$ cat config.mk
export PLATFORM = sky130hd
export DESIGN_NAME = mesh_return_pack
export DESIGN_NICKNAME = d
export VERILOG_FILES = /design/src/mesh_pkg.sv /design/src/mesh_return_pack.sv /design/src/mesh_fifo.sv
export VERILOG_INCLUDE_DIRS = /design/src
export SDC_FILE = /design/constraint.sdc
export NUM_CORES = 1
export LEC_CHECK = 0
export BUFFER_PORTS_ARGS = -buffer_cell sky130_fd_sc_hd__buf_4
export CAP_MARGIN = 20
export CORE_MARGIN = 5
export CORE_UTILIZATION = 51
export DETAILED_ROUTE_END_ITERATION = 7
export PLACE_DENSITY = 0.75
export SLEW_MARGIN = 40
export SYNTH_ARGS = -nofsm -noshare
export SYNTH_HDL_FRONTEND = slang
export SYNTH_SLANG_ARGS = --single-unit
$ cat constraint.sdc
create_clock -name clk_i -period 2.3 [get_ports clk_i]
set_input_delay 0.345 -clock clk_i [delete_from_list [all_inputs] [get_ports clk_i]]
set_output_delay 0.345 -clock clk_i [all_outputs]
set_load 0.01 [all_outputs]
$ cat src/mesh_settings.svh
/*
 * mesh slave node sizes
 * coordinate, data and address widths plus FIFO depths
 */

`ifndef MESH_SETTINGS_SVH
`define MESH_SETTINGS_SVH

//////////////////////////////////////////////////////////////////////
// mesh coordinates

// x and y coordinate widths, one node per (x, y)
`define MESH_X_WIDTH 4
`define MESH_Y_WIDTH 4

//////////////////////////////////////////////////////////////////////
// memory word

// data word, masked per byte
`define MESH_DATA_WIDTH 32
// word address, 256 words
`define MESH_ADDR_WIDTH 8

//////////////////////////////////////////////////////////////////////
// buffering

`define MESH_REQ_FIFO_ELS 4
`define MESH_RET_FIFO_ELS 4

`endif
$ cat src/mesh_pkg.sv
/*
 * mesh slave node types
 * operation encoding, link packets and the local request
 */

`include "mesh_settings.svh"

package mesh_pkg;

    // one mask bit per data byte
    localparam int mask_width = `MESH_DATA_WIDTH / 8;

    // nack is made locally for misrouted packets, never sent on the link
    typedef enum logic [1:0] {
        op_read  = 2'd0,
        op_write = 2'd1,
        op_nack  = 2'd2
    } mesh_op_e;

    // incoming request on the link
    typedef struct packed {
        logic [`MESH_X_WIDTH-1:0]    dst_x;
        logic [`MESH_Y_WIDTH-1:0]    dst_y;
        logic [`MESH_X_WIDTH-1:0]    src_x;
        logic [`MESH_Y_WIDTH-1:0]    src_y;
        mesh_op_e                    op;
        logic [`MESH_ADDR_WIDTH-1:0] addr;
        logic [`MESH_DATA_WIDTH-1:0] data;
        logic [mask_width-1:0]       mask;
    } mesh_req_packet_t;

    // request as seen by the memory, destination already checked
    typedef struct packed {
        mesh_op_e                    op;
        logic [`MESH_ADDR_WIDTH-1:0] addr;
        logic [`MESH_DATA_WIDTH-1:0] data;
        logic [mask_width-1:0]       mask;
        logic [`MESH_X_WIDTH-1:0]    src_x;
        logic [`MESH_Y_WIDTH-1:0]    src_y;
    } mesh_local_req_t;

    // return packet, addressed back to the sender
    // data is zero for a nack
    typedef struct packed {
        logic [`MESH_X_WIDTH-1:0]    dst_x;
        logic [`MESH_Y_WIDTH-1:0]    dst_y;
        mesh_op_e                    op;
        logic [`MESH_DATA_WIDTH-1:0] data;
    } mesh_ret_packet_t;

endpackage

$ cat src/mesh_return_pack.sv
/*
 * mesh return output side
 * tracks reserved return slots, queues return packets
 * and drives them onto the outgoing link
 */

`timescale 1ns/100ps

`include "mesh_settings.svh"

module mesh_return_pack (
    input  logic                       clk_i,
    input  logic                       reset_i,

    // reservation from the memory
    input  logic                       ret_reserve_i,
    output logic                       ret_space_o,

    // return entry from the memory
    input  logic                       ret_v_i,
    input  mesh_pkg::mesh_ret_packet_t ret_info_i,

    // link side
    output mesh_pkg::mesh_ret_packet_t link_ret_o,
    output logic                       link_ret_v_o,
    input  logic                       link_ret_ready_i
);

    localparam int cnt_width = $clog2(`MESH_RET_FIFO_ELS + 1);

    logic [cnt_width-1:0] fifo_count;
    logic [cnt_width-1:0] inflight_r;
    logic [cnt_width:0]   reserved_slots;

    //////////////////////////////////////////////////////////////////////
    // slot reservation

    // reserved in the accept cycle, released when the entry arrives
    always_ff @(posedge clk_i) begin
        if (reset_i) begin
            inflight_r <= '0;
        end else begin
            case ({ret_reserve_i, ret_v_i})
                2'b10:   inflight_r <= inflight_r + 1'b1;
                2'b01:   inflight_r <= inflight_r - 1'b1;
                default: inflight_r <= inflight_r;
            endcase
        end
    end

    // queued plus in flight, one spare bit against overflow
    assign reserved_slots = {1'b0, fifo_count} + {1'b0, inflight_r};
    assign ret_space_o    = (reserved_slots < (cnt_width + 1)'(`MESH_RET_FIFO_ELS));

    //////////////////////////////////////////////////////////////////////
    // return queue

    // push always has room thanks to the reservation
    mesh_fifo #(
        .payload_t (mesh_pkg::mesh_ret_packet_t),
        .ELS       (`MESH_RET_FIFO_ELS)
    ) u_ret_fifo (
        .clk_i   (clk_i),
        .reset_i (reset_i),
        .data_i  (ret_info_i),
        .v_i     (ret_v_i),
        .ready_o (),
        .data_o  (link_ret_o),
        .v_o     (link_ret_v_o),
        .yumi_i  (link_ret_v_o & link_ret_ready_i),
        .count_o (fifo_count)
    );

endmodule

$ cat src/mesh_fifo.sv
/*
 * synchronous FIFO, circular buffer
 * payload type and depth set by parameters, head shown combinationally
 */

`timescale 1ns/100ps

module mesh_fifo #(
    parameter type payload_t = logic [7:0],
    parameter int  ELS       = 4
) (
    input  logic                     clk_i,
    input  logic                     reset_i,
    input  payload_t                 data_i,
    input  logic                     v_i,
    output logic                     ready_o,
    output payload_t                 data_o,
    output logic                     v_o,
    input  logic                     yumi_i,
    output logic [$clog2(ELS+1)-1:0] count_o
);

    localparam int ptr_width = (ELS > 1) ? $clog2(ELS) : 1;
    localparam int cnt_width = $clog2(ELS + 1);

    payload_t             mem [ELS];
    logic [ptr_width-1:0] wr_ptr_r;
    logic [ptr_width-1:0] rd_ptr_r;
    logic [cnt_width-1:0] count_r;
    logic                 full;
    logic                 push;
    logic                 pop;

    assign full    = (count_r == cnt_width'(ELS));
    // a pop frees the slot in the same cycle, so full still takes a push
    assign ready_o = ~full | yumi_i;
    assign push    = v_i & ready_o;
    // yumi only counts while the head is valid
    assign pop     = yumi_i & v_o;

    assign v_o     = (count_r != '0);
    assign data_o  = mem[rd_ptr_r];
    assign count_o = count_r;

    // storage
    always_ff @(posedge clk_i) begin
        if (push) begin
            mem[wr_ptr_r] <= data_i;
        end
    end

    // pointers and occupancy, wrap at ELS-1
    always_ff @(posedge clk_i) begin
        if (reset_i) begin
            wr_ptr_r <= '0;
            rd_ptr_r <= '0;
            count_r  <= '0;
        end else begin
            if (push) begin
                wr_ptr_r <= (wr_ptr_r == ptr_width'(ELS - 1)) ? '0 : wr_ptr_r + 1'b1;
            end
            if (pop) begin
                rd_ptr_r <= (rd_ptr_r == ptr_width'(ELS - 1)) ? '0 : rd_ptr_r + 1'b1;
            end
            case ({push, pop})
                2'b10:   count_r <= count_r + 1'b1;
                2'b01:   count_r <= count_r - 1'b1;
                default: count_r <= count_r;
            endcase
        end
    end

endmodule

==> impl_results.md <==
- Complex-gate fraction of the synthesized area: 0.01004
- PnR worst setup slack: 0.03976 ns
- Setup violations, final: 0
- Gr ovfl total: 0
- Pre-antenna DRT Iters: 4
- Drt drc: 0
- Final wirelength: 11.62 mm
- # hold bufs at CTS: 0
- Worst vdd ir: 0.4646 mV
- Clock Sinks: 180
- Antenna violations before repair: 0
- CTS resizes: 0
- WHS Path Cells: 1
- Clock-pin transition on the worst setup and hold timing paths: 0.06 ns
- Cts bufs inserted: 17
- Critical path endpoint category: flop
- GR Util All Layers: 0.1591
- Required @ worst endpoint: 2.65 ns
- Starting density of the core: 0.5141
- Synth top area cells: edfxtp_1 (75%), mux4_2 (14%), dfxtp_1 (3.6%)
- Syn_area_per_cell: 22.96 um2
- Status: complete, no violations
- Most common cell after layout, fill and taps aside: edfxtp_1
- HPWL after DPL: 7.388 mm
- Startpoint type of the worst setup path: flop
- Cell variety after synth: 25
- Root Buffer: clkbuf_16
- Largest family of logic cells by synthesized area: multiplexers
- Worst R2R End: u_ret_fifo.count_o[2]
- Critical path class: flop to flop
- Synth Area in Simple Gates: 0.02102
- Reg2reg setup slack: 0.04 ns
- Period Utilization, post-route: 0.9827
- Tmin final: 2.260 ns
- Die Span Y: 124.8 um
- Num ports: 91
- Mapped cell area: 6726 um2
- Min-delay src: ret_info_i[17]
- Via Count: 3184
- First-pass GRT wire length: 18.58 mm
- Tot Pwr: 8698 uW
- Core outline area: 13090 um2
- Setup WS pre-CTS: -0.1535 ns
- Placed cells: 564
- Ant. Diodes: 0
- Fraction of layout cells with a size suffix above 1: 0.4548
- Max-slew violations: 0
- Synth top area share: 0.7500
- Post-synthesis xor/xnor area fraction: 0.005208
- Most frequent cells in the layout: edfxtp_1 (168), buf_4 (101), mux4_2 (42)
- Post-synthesis cell count: 293
- Post-Synth Adder-Cell Area: 0.02269
- CTS tree: done
- Rows: 42
- Vias in the first global route: 3485
- Post-synthesis sequential area ratio: 0.7857
- Post-route ant nets: 0
- Mapped Nets: 351
- Synth-to-layout area growth: 24.42%
- Slew of the pin with the lowest slew margin: 0.4311 ns
- Slew margin rel.: 0.7126
- Worst-path fanout max: 2
- Design area: 8369 um2
- CTS max path bufs: 2
- H-tree levels: 4
- Max-cap violations: 0
- Port Buffers: 90
- Die area: 15590 um2
- Max Fclk: 442.4 MHz
- Syn. warnings: 0
- Arr. time, crit path: 2.61 ns
- Pin count of the biggest net entering global routing: 32
- Mux contribution to synthesized area: 0.1421
- Reg2reg start: u_ret_fifo.count_o[1]
- RePlAce Congestion: 0.7360
- P per Cell Area: 1039 nW/um2
- Reg2Reg Depth: 9
- Clock Skew: 0.009287 ns
- Via density: 5.342
- Placed inst area: 7767 um2
- Die Wd: 124.8 um
- Setup TNS: 0 ns
- Yosys reg bits: 180
- Worst-Skew Late Latency: 0.42 ns
- Worst Hold Endpoint: u_ret_fifo.mem[2][17]
- Final Hold Viols: 0
- Postcts setup bufs: 0
- Largest area contributor in the netlist: edfxtp_1
- 1st-iter DRT viols: 229
- RSZ-0062 raised after global routing: yes
- Layout Cells excl Fill: 596
- Hold Path Class: primary input to flop
- Nets@finish: 465
- Wire per inst: 19.50 um
- Leak: 0.002910 uW
==> area by class of cell <==
cell class / count / area, um2
repair buffers: 106 / 858.3
inverters: 11 / 41.29
well taps: 176 / 220.2
clock inverters: 14 / 166.4
fillers: 876 / 4716
clock buffers: 18 / 429.2
multi-input cells: 91 / 1361
flip-flops and latches: 180 / 5293
==> where the power goes <==
part           internal [uW]  total, uW  switching [uW]  leakage [uW]
clock network           1790       2880            1090      0.000291
logic                   1010       1890             875      0.000977
registers               3860       3930            72.9       0.00164
==> cells by family after synthesis <==
group / Yosys count
and+or+nand+nor: 23
DFF: 180
AOI/OAI and AO/OA: 10
muxes: 43
adders and majority gates: 11
buffers and inverters: 22
xor gates and xnor gates: 4
==> critical path, stage by stage (launching register included) <==
cell and delay [ns]:
dfxtp_2 0.32, or4b_4 0.51, and2_4 0.15, inv_1 0.06
ha_2 0.18, inv_1 0.05, fa_2 0.33, xor2_1 0.15
or3_1 0.32, a21oi_2 0.12
==> registers in the layout (all words and copies together) (netlist names), named ones only <==
register / cells
u_ret_fifo.rd_ptr_r: 2
u_ret_fifo.count_o: 3
inflight_r: 3
u_ret_fifo.wr_ptr_r: 2
u_ret_fifo.mem: 168
==> Yosys cell counts, drive strengths merged <==
master  instances
or3             4
nor4            1
buf             5
dfxtp          12
nor3            1
mux4           42
o31ai           3
inv            11
xor2            4
ha              9
nand4b          1
a21oi           5
or4b            1
nor2            7
clkbuf          6
mux2i           1
o21ai           2
nand3           1
edfxtp        168
and2            1
and3            5
nand2           1
fa              2
==> layer usage <==
layer / vias to the layer above / track usage / share of wire
met2: 87 / 0.2583 / 0.51
met1: 1641 / 0.1955 / 0.42
met5: - / 0 / 0
met3: 14 / 0.06432 / 0.058
met4: 0 / 0.05421 / 0.015
li1: 1442 / - / -
==> how the worst max path moves through the flow <==
stage | from | endpoint | slack (ns) | cells after the start
final | u_ret_fifo.count_o[1] | u_ret_fifo.count_o[2] | 0.04 | 9
after global routing | u_ret_fifo.count_o[1] | u_ret_fifo.count_o[2] | -0.04 | 9
after CTS | u_ret_fifo.count_o[1] | u_ret_fifo.count_o[2] | 0.02 | 9
after detailed placement | link_ret_ready_i | u_ret_fifo.count_o[2] | -0.15 | 10
after global placement | link_ret_ready_i | u_ret_fifo.count_o[2] | -0.08 | 10
after floorplan | link_ret_ready_i | u_ret_fifo.count_o[2] | 0.02 | 9
==> per-stage QoR <==
step / util / hold WS [ns]
5_1_grt: 0.6396 / 0.09484
6_report: 0.6396 / 0.1225
2_1_floorplan: - / 0.4439
4_1_cts: 0.6391 / 0.1025
3_3_place_gp: 0.5936 / 0.4739
3_5_place_dp: 0.5936 / 0.4770
No activity file was read; power rests on OpenSTA's default activity.
