## src/mesh_settings.svh

```systemverilog
/*
 * mesh slave node sizes
 * coordinate, data and address widths plus FIFO depths
 */

`ifndef MESH_SETTINGS_SVH
`define MESH_SETTINGS_SVH

//////////////////////////////////////////////////////////////////////
// mesh coordinates

// x and y coordinate widths, one node per (x, y)
`define MESH_X_WIDTH 4
`define MESH_Y_WIDTH 4

//////////////////////////////////////////////////////////////////////
// memory word

// data word, masked per byte
`define MESH_DATA_WIDTH 32
// word address, 256 words
`define MESH_ADDR_WIDTH 8

//////////////////////////////////////////////////////////////////////
// buffering

`define MESH_REQ_FIFO_ELS 4
`define MESH_RET_FIFO_ELS 4

`endif
```

## src/mesh_pkg.sv

```systemverilog
/*
 * mesh slave node types
 * operation encoding, link packets and the local request
 */

`include "mesh_settings.svh"

package mesh_pkg;

    // one mask bit per data byte
    localparam int mask_width = `MESH_DATA_WIDTH / 8;

    // nack is made locally for misrouted packets, never sent on the link
    typedef enum logic [1:0] {
        op_read  = 2'd0,
        op_write = 2'd1,
        op_nack  = 2'd2
    } mesh_op_e;

    // incoming request on the link
    typedef struct packed {
        logic [`MESH_X_WIDTH-1:0]    dst_x;
        logic [`MESH_Y_WIDTH-1:0]    dst_y;
        logic [`MESH_X_WIDTH-1:0]    src_x;
        logic [`MESH_Y_WIDTH-1:0]    src_y;
        mesh_op_e                    op;
        logic [`MESH_ADDR_WIDTH-1:0] addr;
        logic [`MESH_DATA_WIDTH-1:0] data;
        logic [mask_width-1:0]       mask;
    } mesh_req_packet_t;

    // request as seen by the memory, destination already checked
    typedef struct packed {
        mesh_op_e                    op;
        logic [`MESH_ADDR_WIDTH-1:0] addr;
        logic [`MESH_DATA_WIDTH-1:0] data;
        logic [mask_width-1:0]       mask;
        logic [`MESH_X_WIDTH-1:0]    src_x;
        logic [`MESH_Y_WIDTH-1:0]    src_y;
    } mesh_local_req_t;

    // return packet, addressed back to the sender
    // data is zero for a nack
    typedef struct packed {
        logic [`MESH_X_WIDTH-1:0]    dst_x;
        logic [`MESH_Y_WIDTH-1:0]    dst_y;
        mesh_op_e                    op;
        logic [`MESH_DATA_WIDTH-1:0] data;
    } mesh_ret_packet_t;

endpackage

```

## src/mesh_request_unpack.sv

```systemverilog
/*
 * mesh request input side
 * buffers link requests, checks the destination against this node
 * and hands local requests to the memory with valid/yumi
 */

`timescale 1ns/100ps

`include "mesh_settings.svh"

module mesh_request_unpack (
    input  logic                      clk_i,
    input  logic                      reset_i,

    // node position
    input  logic [`MESH_X_WIDTH-1:0]  my_x_i,
    input  logic [`MESH_Y_WIDTH-1:0]  my_y_i,

    // link side
    input  mesh_pkg::mesh_req_packet_t link_req_i,
    input  logic                      link_req_v_i,
    output logic                      link_req_ready_o,

    // local side
    output mesh_pkg::mesh_local_req_t local_req_o,
    output logic                      local_req_v_o,
    input  logic                      local_req_yumi_i
);

    mesh_pkg::mesh_req_packet_t head;
    logic                       head_v;
    logic                       dst_match;

    //////////////////////////////////////////////////////////////////////
    // request buffer

    // ready is the FIFO having room
    mesh_fifo #(
        .payload_t (mesh_pkg::mesh_req_packet_t),
        .ELS       (`MESH_REQ_FIFO_ELS)
    ) u_req_fifo (
        .clk_i   (clk_i),
        .reset_i (reset_i),
        .data_i  (link_req_i),
        .v_i     (link_req_v_i),
        .ready_o (link_req_ready_o),
        .data_o  (head),
        .v_o     (head_v),
        .yumi_i  (local_req_yumi_i),
        .count_o ()
    );

    //////////////////////////////////////////////////////////////////////
    // destination check

    // both coordinates have to agree
    assign dst_match = (head.dst_x == my_x_i) && (head.dst_y == my_y_i);

    always_comb begin
        local_req_o.addr  = head.addr;
        local_req_o.data  = head.data;
        local_req_o.mask  = head.mask;
        local_req_o.src_x = head.src_x;
        local_req_o.src_y = head.src_y;
        // misrouted packet turns into a nack for its sender
        if (dst_match) begin
            local_req_o.op = head.op;
        end else begin
            local_req_o.op = mesh_pkg::op_nack;
        end
    end

    // valid straight from the FIFO, one cycle after the link transfer
    assign local_req_v_o = head_v;

endmodule

```

## src/mesh_fifo.sv

```systemverilog
/*
 * synchronous FIFO, circular buffer
 * payload type and depth set by parameters, head shown combinationally
 */

`timescale 1ns/100ps

module mesh_fifo #(
    parameter type payload_t = logic [7:0],
    parameter int  ELS       = 4
) (
    input  logic                     clk_i,
    input  logic                     reset_i,
    input  payload_t                 data_i,
    input  logic                     v_i,
    output logic                     ready_o,
    output payload_t                 data_o,
    output logic                     v_o,
    input  logic                     yumi_i,
    output logic [$clog2(ELS+1)-1:0] count_o
);

    localparam int ptr_width = (ELS > 1) ? $clog2(ELS) : 1;
    localparam int cnt_width = $clog2(ELS + 1);

    payload_t             mem [ELS];
    logic [ptr_width-1:0] wr_ptr_r;
    logic [ptr_width-1:0] rd_ptr_r;
    logic [cnt_width-1:0] count_r;
    logic                 full;
    logic                 push;
    logic                 pop;

    assign full    = (count_r == cnt_width'(ELS));
    // a pop frees the slot in the same cycle, so full still takes a push
    assign ready_o = ~full | yumi_i;
    assign push    = v_i & ready_o;
    // yumi only counts while the head is valid
    assign pop     = yumi_i & v_o;

    assign v_o     = (count_r != '0);
    assign data_o  = mem[rd_ptr_r];
    assign count_o = count_r;

    // storage
    always_ff @(posedge clk_i) begin
        if (push) begin
            mem[wr_ptr_r] <= data_i;
        end
    end

    // pointers and occupancy, wrap at ELS-1
    always_ff @(posedge clk_i) begin
        if (reset_i) begin
            wr_ptr_r <= '0;
            rd_ptr_r <= '0;
            count_r  <= '0;
        end else begin
            if (push) begin
                wr_ptr_r <= (wr_ptr_r == ptr_width'(ELS - 1)) ? '0 : wr_ptr_r + 1'b1;
            end
            if (pop) begin
                rd_ptr_r <= (rd_ptr_r == ptr_width'(ELS - 1)) ? '0 : rd_ptr_r + 1'b1;
            end
            case ({push, pop})
                2'b10:   count_r <= count_r + 1'b1;
                2'b01:   count_r <= count_r - 1'b1;
                default: count_r <= count_r;
            endcase
        end
    end

endmodule

```

## config.mk

```make
export PLATFORM = sky130hd
export DESIGN_NAME = mesh_request_unpack
export DESIGN_NICKNAME = d
export VERILOG_FILES = /design/src/mesh_pkg.sv /design/src/mesh_request_unpack.sv /design/src/mesh_fifo.sv
export VERILOG_INCLUDE_DIRS = /design/src
export SDC_FILE = /design/constraint.sdc
export NUM_CORES = 1
export LEC_CHECK = 0
export BUFFER_PORTS_ARGS = -buffer_cell sky130_fd_sc_hd__buf_2
export CAP_MARGIN = 10
export CORE_MARGIN = 2
export CORE_UTILIZATION = 50
export DETAILED_ROUTE_END_ITERATION = 8
export PLACE_DENSITY = 0.71
export SKIP_LAST_GASP = 1
export SYNTH_ARGS = -nofsm -noshare
export SYNTH_HDL_FRONTEND = slang
export SYNTH_HIERARCHICAL = 1
export SYNTH_SLANG_ARGS = --single-unit
```

## constraint.sdc

```tcl
create_clock -name clk_i -period 3.9 [get_ports clk_i]
set_input_delay 0.39 -clock clk_i [delete_from_list [all_inputs] [get_ports clk_i]]
set_output_delay 0.39 -clock clk_i [all_outputs]
set_load 0.05 [all_outputs]
```

==> results of run 1 <==
==> area by class of cell <==
class	instances	area, um^2	area share
Inverter	7	26.3	0.00232
Timing Repair Buffer	132	668	0.0591
Clock inverter	16	154	0.0136
Tap cell	234	293	0.0259
Clock buffer	34	744	0.0658
Multi-Input combinational cell	108	1790	0.158
Sequential cell	257	7630	0.675
Antenna cell	1	2.50	0.000221
==> worst paths after layout <==
check                        startpoint               endpoint  slack [ns]  cells past startpoint
hold reg to reg   u_req_fifo/count_o[2]  u_req_fifo/count_o[2]        0.53                      2
hold / removal           link_req_i[35]  u_req_fifo/mem[3][35]        0.08                      1
setup / recovery               register        local_req_o[52]        0.86                      5
setup reg to reg  u_req_fifo/count_o[1]  u_req_fifo/count_o[2]        1.21                      9
==> logic make-up after synthesis <==
family | count (synthesis) | share of synthesized area
AO/OA/AOI/OAI | 7 | 0.00554
XOR/XNOR | 10 | 0.00923
adder cells (fa/ha/maj) | 7 | 0.0100
buffers and inverters | 23 | 0.0102
flip-flops | 257 | 0.804
multiplexers | 63 | 0.148
AND/OR/NAND/NOR | 21 | 0.0133
==> routing by layer <==
metal  global-route usage  part of all wire  up-vias
li1                     -                 -     1937
met1                0.221              0.41     2225
met2                0.296              0.51      132
met3               0.0415             0.060       31
met4               0.0426             0.020        2
met5                    0           0.00077        -
==> synthesized netlist by cell type <==
cell / count
a21oi_1: 3
and2_4: 1
and3_1: 5
buf_1: 2
buf_2: 8
clkbuf_1: 6
dfxtp_1: 9
edfxtp_1: 248
fa_1: 1
ha_1: 6
inv_1: 7
mux2i_1: 1
mux4_2: 62
nand2_1: 1
nand3_1: 1
nand3b_1: 1
nand4b_1: 1
nor2_1: 4
nor3_1: 1
nor4_1: 2
o21ai_0: 1
o31ai_1: 1
o31ai_2: 2
or3_1: 3
or4b_1: 1
xor2_1: 10
==> metrics by stage <==
step	instance area [um^2]	power, mW	worst slack, ns
final	11300	7.70	0.859
after global routing	11300	7.99	0.658
after CTS	11300	7.81	0.761
after detailed placement	10400	5.26	1.13
after global placement	10400	5.22	1.30
after floorplan	9490	4.83	1.12
==> power groups by stage <==
| stage | clock (mW) | sequential [mW] | combinational [mW] |
|---|---|---|---|
| 6_report | 2.53 | 3.35 | 1.82 |
| 5_1_grt | 2.69 | 3.37 | 1.93 |
| 4_1_cts | 2.59 | 3.36 | 1.86 |
| 2_1_floorplan | 0 | 3.35 | 1.48 |
| 3_5_place_dp | 0 | 3.41 | 1.85 |
| 3_3_place_gp | 0 | 3.39 | 1.83 |
==> state kept, by name, summed over array words and instances, names as in the netlist, named ones only <==
name / cells
u_req_fifo/count_o: 3
u_req_fifo/mem: 248
u_req_fifo/rd_ptr_r: 2
u_req_fifo/wr_ptr_r: 2
==> qor.yml, run 1 <==
cts:
  h-tree-depth: 1
  cts_resized: 0
  clk_path_buf_depth: 3
  cts_buffers: 28
  cts_setup_buffers: 0
  cts-root-buf: "clkbuf_16"
  cts_sinks: 257
  cts_tree: "yes"
  clk_pin_slew_ns: 0.06
  insertion_delay_ns: 0.52
  holdBufCountCts: 0
drt:
  vias: 4327
  drc: 0
  wl_um: 16900
  firstDrtPassIters: 4
  post_drt_wl_per_cell_um: 21.4
  ant_nets: 0
  via_per_inst: 5.48
  first_iter_violations: 288
floorplanning:
  initial_utilization: 0.509
  ios: 130
  core_um2: 18600
  die_w_um: 142
  die_h_um: 142
  die_area_um2: 20100
  rows: 50
finish:
  drive_gt1_frac: 0.437
  syn_to_final_growth_pct: 19.2
  final_common_cell: "edfxtp_1"
  fin_nets: 615
  instances_no_fill: 789
  final_core_util: 0.607
  fillers: 1323
  most-common-layout-cells: "248 x edfxtp_1, 129 x buf_2, 62 x mux4_2"
critical_path:
  crit_slowest_cell: "mux4_2"
  cp_top_family: "simple AND/OR/NAND/NOR gates"
  crit_buf_inv: 1
  required_ns: 3.51
  path_max_fanout: 16
  path_cells: "mux4_2, xor2_1, nor4_1, and3_1, buf_2"
  crit_type: "register to output pin"
  cp-start-kind: "register"
  cpPeakStageDelay_ns: 0.56
  cp_data_arrival_time_ns: 2.65
  endpoint_kind: "output pin"
global_routing:
  grt_start_max_net_pins: 63
  grt_pass1_wl_um: 26000
  globalRouteOverflowTotal: 0
  grt_pass1_vias: 4809
  globalRouteTotalUtil: 0.171
  antenna_found_initial: 2
power_and_ir_drop:
  comb_power_share: 0.237
  switching_power_mw: 2.31
  powerDensity_nw_per_um2: 681
  irDropWorstVdd_uv: 513
  internal_power_mw: 5.39
  seqPwrFrac: 0.435
  pwr-share-clk: 0.328
  swShare: 0.299
  p_leak_nw: 3.83
run:
  drv_cap: 0
outcome:
  outcome: "finished, final reports clean"
timing:
  setup_violations: 0
  fin_crit_ns: 3.04
  period_share: 0.780
  fmax_ghz: 0.329
  drv_slew: 0
  finalSetupTns_ns: 0
  final_hold_viol_count: 0
  tightestPinTransition_ns: 0.997
  timing.hold.ws_ns: 0.0822
  finalClockSkew_ns: 0.0134
  slew_headroom: 0.335
  rsz0062_at_grt: "no"
synth:
  synth_top_area_share: 0.785
  syn_inst: 388
  synth_top_cell_by_area: "edfxtp_1"
  synth_nets: 469
  synth_area_per_cell_um2: 24.5
  synth_seq_area_share: 0.804
  yosys_warnings: 6
  yosys-top-cells-area: "edfxtp_1 78%, mux4_2 15%, dfxtp_1 1.9%, xor2_1 0.92%, ha_1 0.79%"
  synth.distinct_cells: 26
  synth-seq-cells: 257
  syn-cell-area_um2: 9490
placement:
  gp_congestion: 0.666
  dpl.hpwl_um: 9660
  dp_cells: 738
  portBuffers: 129
min_path:
  min_path_type: "input port to register"
Note: power is estimated with default switching activity, not from simulation.
==> run 2, diff against run 1 <==
--- a/config.mk
+++ b/config.mk
@@ -6,12 +6,13 @@
 export SDC_FILE = /design/constraint.sdc
 export NUM_CORES = 1
 export LEC_CHECK = 0
+export ABC_AREA = 1
 export BUFFER_PORTS_ARGS = -buffer_cell sky130_fd_sc_hd__buf_2
 export CAP_MARGIN = 10
 export CORE_MARGIN = 2
 export CORE_UTILIZATION = 50
 export DETAILED_ROUTE_END_ITERATION = 8
-export PLACE_DENSITY = 0.71
+export PLACE_DENSITY = 0.7
 export SKIP_LAST_GASP = 1
 export SYNTH_ARGS = -nofsm -noshare
 export SYNTH_HDL_FRONTEND = slang
==> constraint.sdc (replaced) <==
create_clock -name clk_i -period 2.9 [get_ports clk_i]
set_input_delay 0.29 -clock clk_i [delete_from_list [all_inputs] [get_ports clk_i]]
set_output_delay 0.29 -clock clk_i [all_outputs]
set_load 0.05 [all_outputs]
==> qor.yml, run 2 <==
floorplanning:
  rows: 52  # +4.0%
  die_h_um: 148  # +4.6%
  die_w_um: 148  # +4.6%
  initial_utilization: 0.511  # +0.00218
  die_area_um2: 22000  # +9.4%
  ios: 130  # unchanged
  core_um2: 20400  # +9.2%
timing:
  fin_crit_ns: 2.68
  finalClockSkew_ns: 0.00603  # -0.00737 ns
  setup_violations: 0  # unchanged
  tightestPinTransition_ns: 0.586  # -0.411 ns
  final_hold_viol_count: 0  # unchanged
  period_share: 0.925
  slew_headroom: 0.609  # +0.274
  fmax_ghz: 0.373
  drv_slew: 0  # unchanged
  rsz0062_at_grt: "no"
drt:
  vias: 6402  # +48%
  via_per_inst: 5.39  # -1.7%
  drc: 0  # unchanged
  ant_nets: 0  # unchanged
  wl_um: 22000  # +30%
  first_iter_violations: 284  # -1.4%
  post_drt_wl_per_cell_um: 18.5  # -14%
  firstDrtPassIters: 4  # unchanged
power_and_ir_drop:
  finalPower_mw: 11.7  # +52%
  p_leak_nw: 4.53  # +18%
  powerDensity_nw_per_um2: 926  # +36%
  irDropWorstVdd_uv: 657  # +28%
synth:
  synth_top_cell_by_area: "edfxtp_1"
  syn-cell-area_um2: 10400  # +9.7%
  synth-seq-cells: 257  # unchanged
  synth_common_cells: "248 x edfxtp_1, 113 x o21ai_0, 81 x nor2_1"
  yosysMostFrequentCell: "edfxtp_1"
  yosys_warnings: 6  # unchanged
  synth_seq_area_share: 0.733  # -0.0711
  synth_nets: 783  # +67%
  synth_top_area_share: 0.715  # -0.0694
  yosys-top-cells-area: "edfxtp_1 72%, o22ai_2 7.2%, o21ai_0 5.4%, nor2_2 3.7%, nor2_1 2.9%"
  synth_area_per_cell_um2: 14.8  # -39%
  synth-edff-count: 248  # unchanged
  synth_flop_cell: "edfxtp_1"
  synth-async-reset-ratio: 0  # unchanged
  synth.distinct_cells: 24  # -7.7%
  syn_inst: 702  # +81%
critical_path:
  path_cells: "inv_8, buf_12, o21ai_0, o22ai_2, inv_1, nor2_1, buf_2"
  cp_top_family: "buffers and inverters"
  endpoint_kind: "output pin"
  cp_data_arrival_time_ns: 2.39  # -0.26 ns
  required_ns: 2.61  # -0.90 ns
  crit_type: "register to output pin"
  crit_slowest_cell: "dfxtp_4"
  crit_buf_inv: 4  # +3
  cpPeakStageDelay_ns: 0.42  # -0.14 ns
  path_max_fanout: 63  # +47
  cp-start-kind: "register"
cts:
  cts_buffers: 26  # -7.1%
  cts_tree: "yes"
  clk_pin_slew_ns: 0.06  # about the same
  insertion_delay_ns: 0.51  # about the same
  cts-root-buf: "clkbuf_16"
  h-tree-depth: 1  # unchanged
  clk_path_buf_depth: 3  # unchanged
  cts_sinks: 257  # unchanged
run:
  drv_cap: 0  # unchanged
finish:
  fin_area_um2: 12600  # +12%
  final_common_cell: "edfxtp_1"
  largest_register: "u_req_fifo/mem"
  drive_gt1_frac: 0.338  # -0.0991
  syn_to_final_growth_pct: 21.5
  fillers: 1532  # +16%
  most-common-layout-cells: "248 x edfxtp_1, 129 x buf_2, 112 x o21ai_0"
  largest_reg_flops: 248  # unchanged
  instances_no_fill: 1187  # +50%
  fin_nets: 976  # +59%
outcome:
  outcome: "finished, final reports clean"
placement:
  dp_cells: 1078  # +46%
  dpl_cell_area_um2: 11300  # +8.2%
  portBuffers: 129  # unchanged
  dpl.hpwl_um: 12800  # +32%
  gp_congestion: 0.730  # +9.6%
global_routing:
  globalRouteTotalUtil: 0.197  # +0.0264
  grt_pass1_vias: 6645  # +38%
  globalRouteOverflowTotal: 0  # unchanged
  grt_start_max_net_pins: 64  # +1.6%
  antenna_found_initial: 3  # +1
  grt_pass1_wl_um: 34100  # +31%
min_path:
  min_path_type: "input port to register"
==> run 2: logic make-up (layout without fill, tap and decap cells) <==
kind of cell,after synthesis,after routing,synth area share
fa+ha+maj,7,7,0.00913
flops,257,257,0.733
simple gates,175,175,0.0786
buf+inv,66,279,0.0398
compound gates,192,192,0.136
xor+xnor,5,5,0.00421
other cells,0,2,0
==> run 2: layer usage <==
| layer | routed length, um | GRT usage |
|---|---|---|
| met1 | 9270 | 0.248 |
| met2 | 11200 | 0.351 |
| met3 | 1180 | 0.0408 |
| met4 | 295 | 0.0514 |
| met5 | 13 | 0 |
==> run 2: worst paths after layout <==
kind	startpoint	end	slack (ns)	depth (start not counted)
worst max-delay path	register	local_req_o[52]	0.22	7
worst min-delay path	link_req_i[11]	u_req_fifo/mem[2][11]	0.01	1
worst max register to register	u_req_fifo/count_o[1]	u_req_fifo/count_o[2]	0.67	12
worst min register to register	u_req_fifo/rd_ptr_r[1]	register	0.51	2
==> run 2: repair_timing <==
| action | in CTS | in global routing |
|---|---|---|
| buffers inserted | 0 | 2 |
| setup endpoints to repair | 0 | 7 |
| gates resized for setup | 0 | 2 |
| hold buffers | 57 | 0 |
| hold endpoints to repair | 228 | 0 |
==> run 2: layout make-up <==
type | instances | area [um^2] | share of cell area
multi-input cells | 379 | 2400 | 0.190
inverters | 26 | 105 | 0.00831
clock buffers | 38 | 717 | 0.0567
repair buffers | 205 | 1380 | 0.109
well taps | 270 | 338 | 0.0267
flip-flops and latches | 257 | 7630 | 0.604
clock inverters | 10 | 72.6 | 0.00574
diodes | 2 | 5.00 | 0.000396
==> run 2: power by group <==
group          internal [mW]  switching, mW
Sequential              4.37          0.127
Combinational           1.08           3.06
Clock                   1.80           1.28
Total                   7.24           4.47
==> run 2: per-stage QoR <==
stage | utilization | setup slack, ns | hold slack [ns] | TNS (ns)
5_1_grt | 0.621 | 0.0200 | 0.00411 | 0
3_3_place_gp | 0.553 | 0.632 | 0.497 | 0
3_5_place_dp | 0.553 | 0.552 | 0.506 | 0
6_report | 0.621 | 0.218 | 0.0106 | 0
4_1_cts | 0.620 | 0.00104 | 0.0000733 | 0
2_1_floorplan | - | -0.292 | 0.389 | -72.33
==> run 3, diff against run 2 <==
--- a/config.mk
+++ b/config.mk
@@ -11,6 +11,7 @@
 export CAP_MARGIN = 10
 export CORE_MARGIN = 2
 export CORE_UTILIZATION = 50
+export CTS_BUF_LIST = sky130_fd_sc_hd__clkbuf_16
 export DETAILED_ROUTE_END_ITERATION = 8
 export PLACE_DENSITY = 0.7
 export SKIP_LAST_GASP = 1
==> qor.yml, run 3 (synthesis results as in run 2) <==
cts:
  clk_pin_slew_ns: 0.06  # about the same
  cts_tree: "yes"
  h-tree-depth: 1  # unchanged
  clk_path_buf_depth: 3  # unchanged
  cts-root-buf: "clkbuf_16"
  cts_buffers: 26  # unchanged
  cts_sinks: 257  # unchanged
  insertion_delay_ns: 0.51  # about the same
critical_path:
  required_ns: 2.61  # about the same
  cp_data_arrival_time_ns: 2.40  # about the same
  rr_startpoint: "u_req_fifo/count_o[1]"
  endpoint_kind: "output pin"
  cp-start-kind: "register"
  path_max_fanout: 63  # unchanged
  crit_type: "register to output pin"
power_and_ir_drop:
  irDropWorstVdd_uv: 645  # -1.8%
  switching_power_mw: 4.47  # about the same
  internal_power_mw: 7.21  # -0.53%
  finalPower_mw: 11.7  # -0.32%
  powerDensity_nw_per_um2: 922  # -0.39%
  swShare: 0.383  # +0.00131
  pwr-share-clk: 0.260  # -0.003
  seqPwrFrac: 0.385  # about the same
  p_leak_nw: 4.58  # +1.1%
  comb_power_share: 0.355  # about the same
finish:
  drive_gt1_frac: 0.337  # -0.000369
  fillers: 1530  # -0.13%
  multi_input_area_um2: 2400  # unchanged
  instances_no_fill: 1188  # +0.084%
  largest_reg_flops: 248  # unchanged
  syn_to_final_growth_pct: 21.6  # about the same
  largest_register: "u_req_fifo/mem"
  fin_nets: 977  # +0.10%
  most-common-layout-cells: "248 x edfxtp_1, 129 x buf_2, 112 x o21ai_0"
  ff_latch_area_um2: 7630  # unchanged
  final_common_cell: "edfxtp_1"
drt:
  wl_met3_um: 1260  # +6.3%
  via_per_inst: 5.37  # -0.40%
  met2_length_um: 11100  # -0.87%
  first_iter_violations: 305  # +7.4%
  highest_layer: "met5"
  firstDrtPassIters: 5  # +1
  wl_um: 22000  # about the same
  ant_nets: 0  # unchanged
  vias: 6382  # -0.31%
  post_drt_wl_per_cell_um: 18.5  # -0.14%
  met1_length_um: 9270  # unchanged
  drc: 0  # unchanged
timing:
  slew_headroom: 0.608  # -0.00163
  timing.hold.ws_ns: 0.0146  # +0.00402 ns
  setup_slack_ns: 0.215  # -0.00275 ns
  rsz0062_at_grt: "no"
  fin_crit_ns: 2.69  # +0.00275 ns
  finalClockSkew_ns: 0.00672  # +0.000690 ns
  tightestPinTransition_ns: 0.588  # +0.00245 ns
  fmax_ghz: 0.372  # -0.10%
  setup_violations: 0  # unchanged
  final_hold_viol_count: 0  # unchanged
  drv_slew: 0  # unchanged
  period_share: 0.926  # +0.000948
placement:
  dp_cells: 1078  # unchanged
  place_ws_ns: 0.552  # unchanged
  dpl.hpwl_um: 12800  # unchanged
  portBuffers: 129  # unchanged
  gp_congestion: 0.730  # unchanged
floorplanning:
  ios: 130  # unchanged
  core_um2: 20400  # unchanged
  initial_utilization: 0.511  # unchanged
  die_h_um: 148  # unchanged
  die_w_um: 148  # unchanged
  rows: 52  # unchanged
  die_area_um2: 22000  # unchanged
min_path:
  hp-start: "link_req_i[40]"
  min_path_type: "input port to register"
run:
  drv_cap: 0  # unchanged
global_routing:
  globalRouteOverflowTotal: 0  # unchanged
  globalRouteTotalUtil: 0.197  # about the same
  grt_start_max_net_pins: 64  # unchanged
  antenna_found_initial: 3  # unchanged
  grt_pass1_wl_um: 34100  # about the same
  grt_pass1_vias: 6642  # -0.045%
outcome:
  outcome: "finished, final reports clean"
run 3: changes by cell type in the layout (fill, tap and decap cells not counted):
cell           before  now
clkbuf_1           11    0
inv_1              24   35
dlygate4sd3_1      57   58
run 3: worst max-delay path, cell delays in order (launching register included):
cell	delay [ns]
dfxtp_4	0.42
inv_8	0.34
buf_12	0.36
o21ai_0	0.15
o22ai_2	0.12
inv_1	0.07
nor2_1	0.10
buf_2	0.26
run 3: repair_timing:
item | CTS | global route
hold buffers | 58 | 0
setup endpoints to repair | 0 | 7
resized for setup | 0 | 2
setup buffers | 0 | 2
endpoints found under the hold margin | 231 | 0
run 3: final timing paths:
| check | cells after the start | end | slack, ns |
|---|---|---|---|
| max reg2reg | 12 | u_req_fifo/count_o[2] | 0.67 |
| max | 7 | local_req_o[52] | 0.21 |
| min reg2reg | 2 | register | 0.51 |
| min | 1 | u_req_fifo/mem[2][40] | 0.01 |
run 3: per-layer routing:
metal	vias to the layer above	GRT usage
met5	-	0
met3	29	0.0408
li1	2975	-
met2	183	0.351
met1	3193	0.248
met4	2	0.0514
run 3: power by group through the flow:
stage	Clock [mW]	Sequential [mW]	Combinational, mW
2_1_floorplan	0	4.50	3.30
3_3_place_gp	0	4.58	3.96
3_5_place_dp	0	4.60	4.04
4_1_cts	3.10	4.52	4.12
5_1_grt	3.26	4.51	4.42
6_report	3.04	4.49	4.14
run 3: layout make-up:
cell class                      count  share of cell area
Antenna cell                        2            0.000395
Multi-Input combinational cell    379               0.190
Clock inverter                     21             0.00899
Inverter                           26             0.00830
Tap cell                          270              0.0267
Clock buffer                       27              0.0534
Sequential cell                   257               0.603
Timing Repair Buffer              206               0.109
run 3: metrics by stage:
| stage | instance area, um^2 | TNS [ns] | utilization |
|---|---|---|---|
| after floorplan | 10400 | -72.33 | - |
| after global placement | 11300 | 0 | 0.553 |
| after detailed placement | 11300 | 0 | 0.553 |
| after CTS | 12600 | 0 | 0.620 |
| after global routing | 12700 | 0 | 0.621 |
| final | 12700 | 0 | 0.622 |
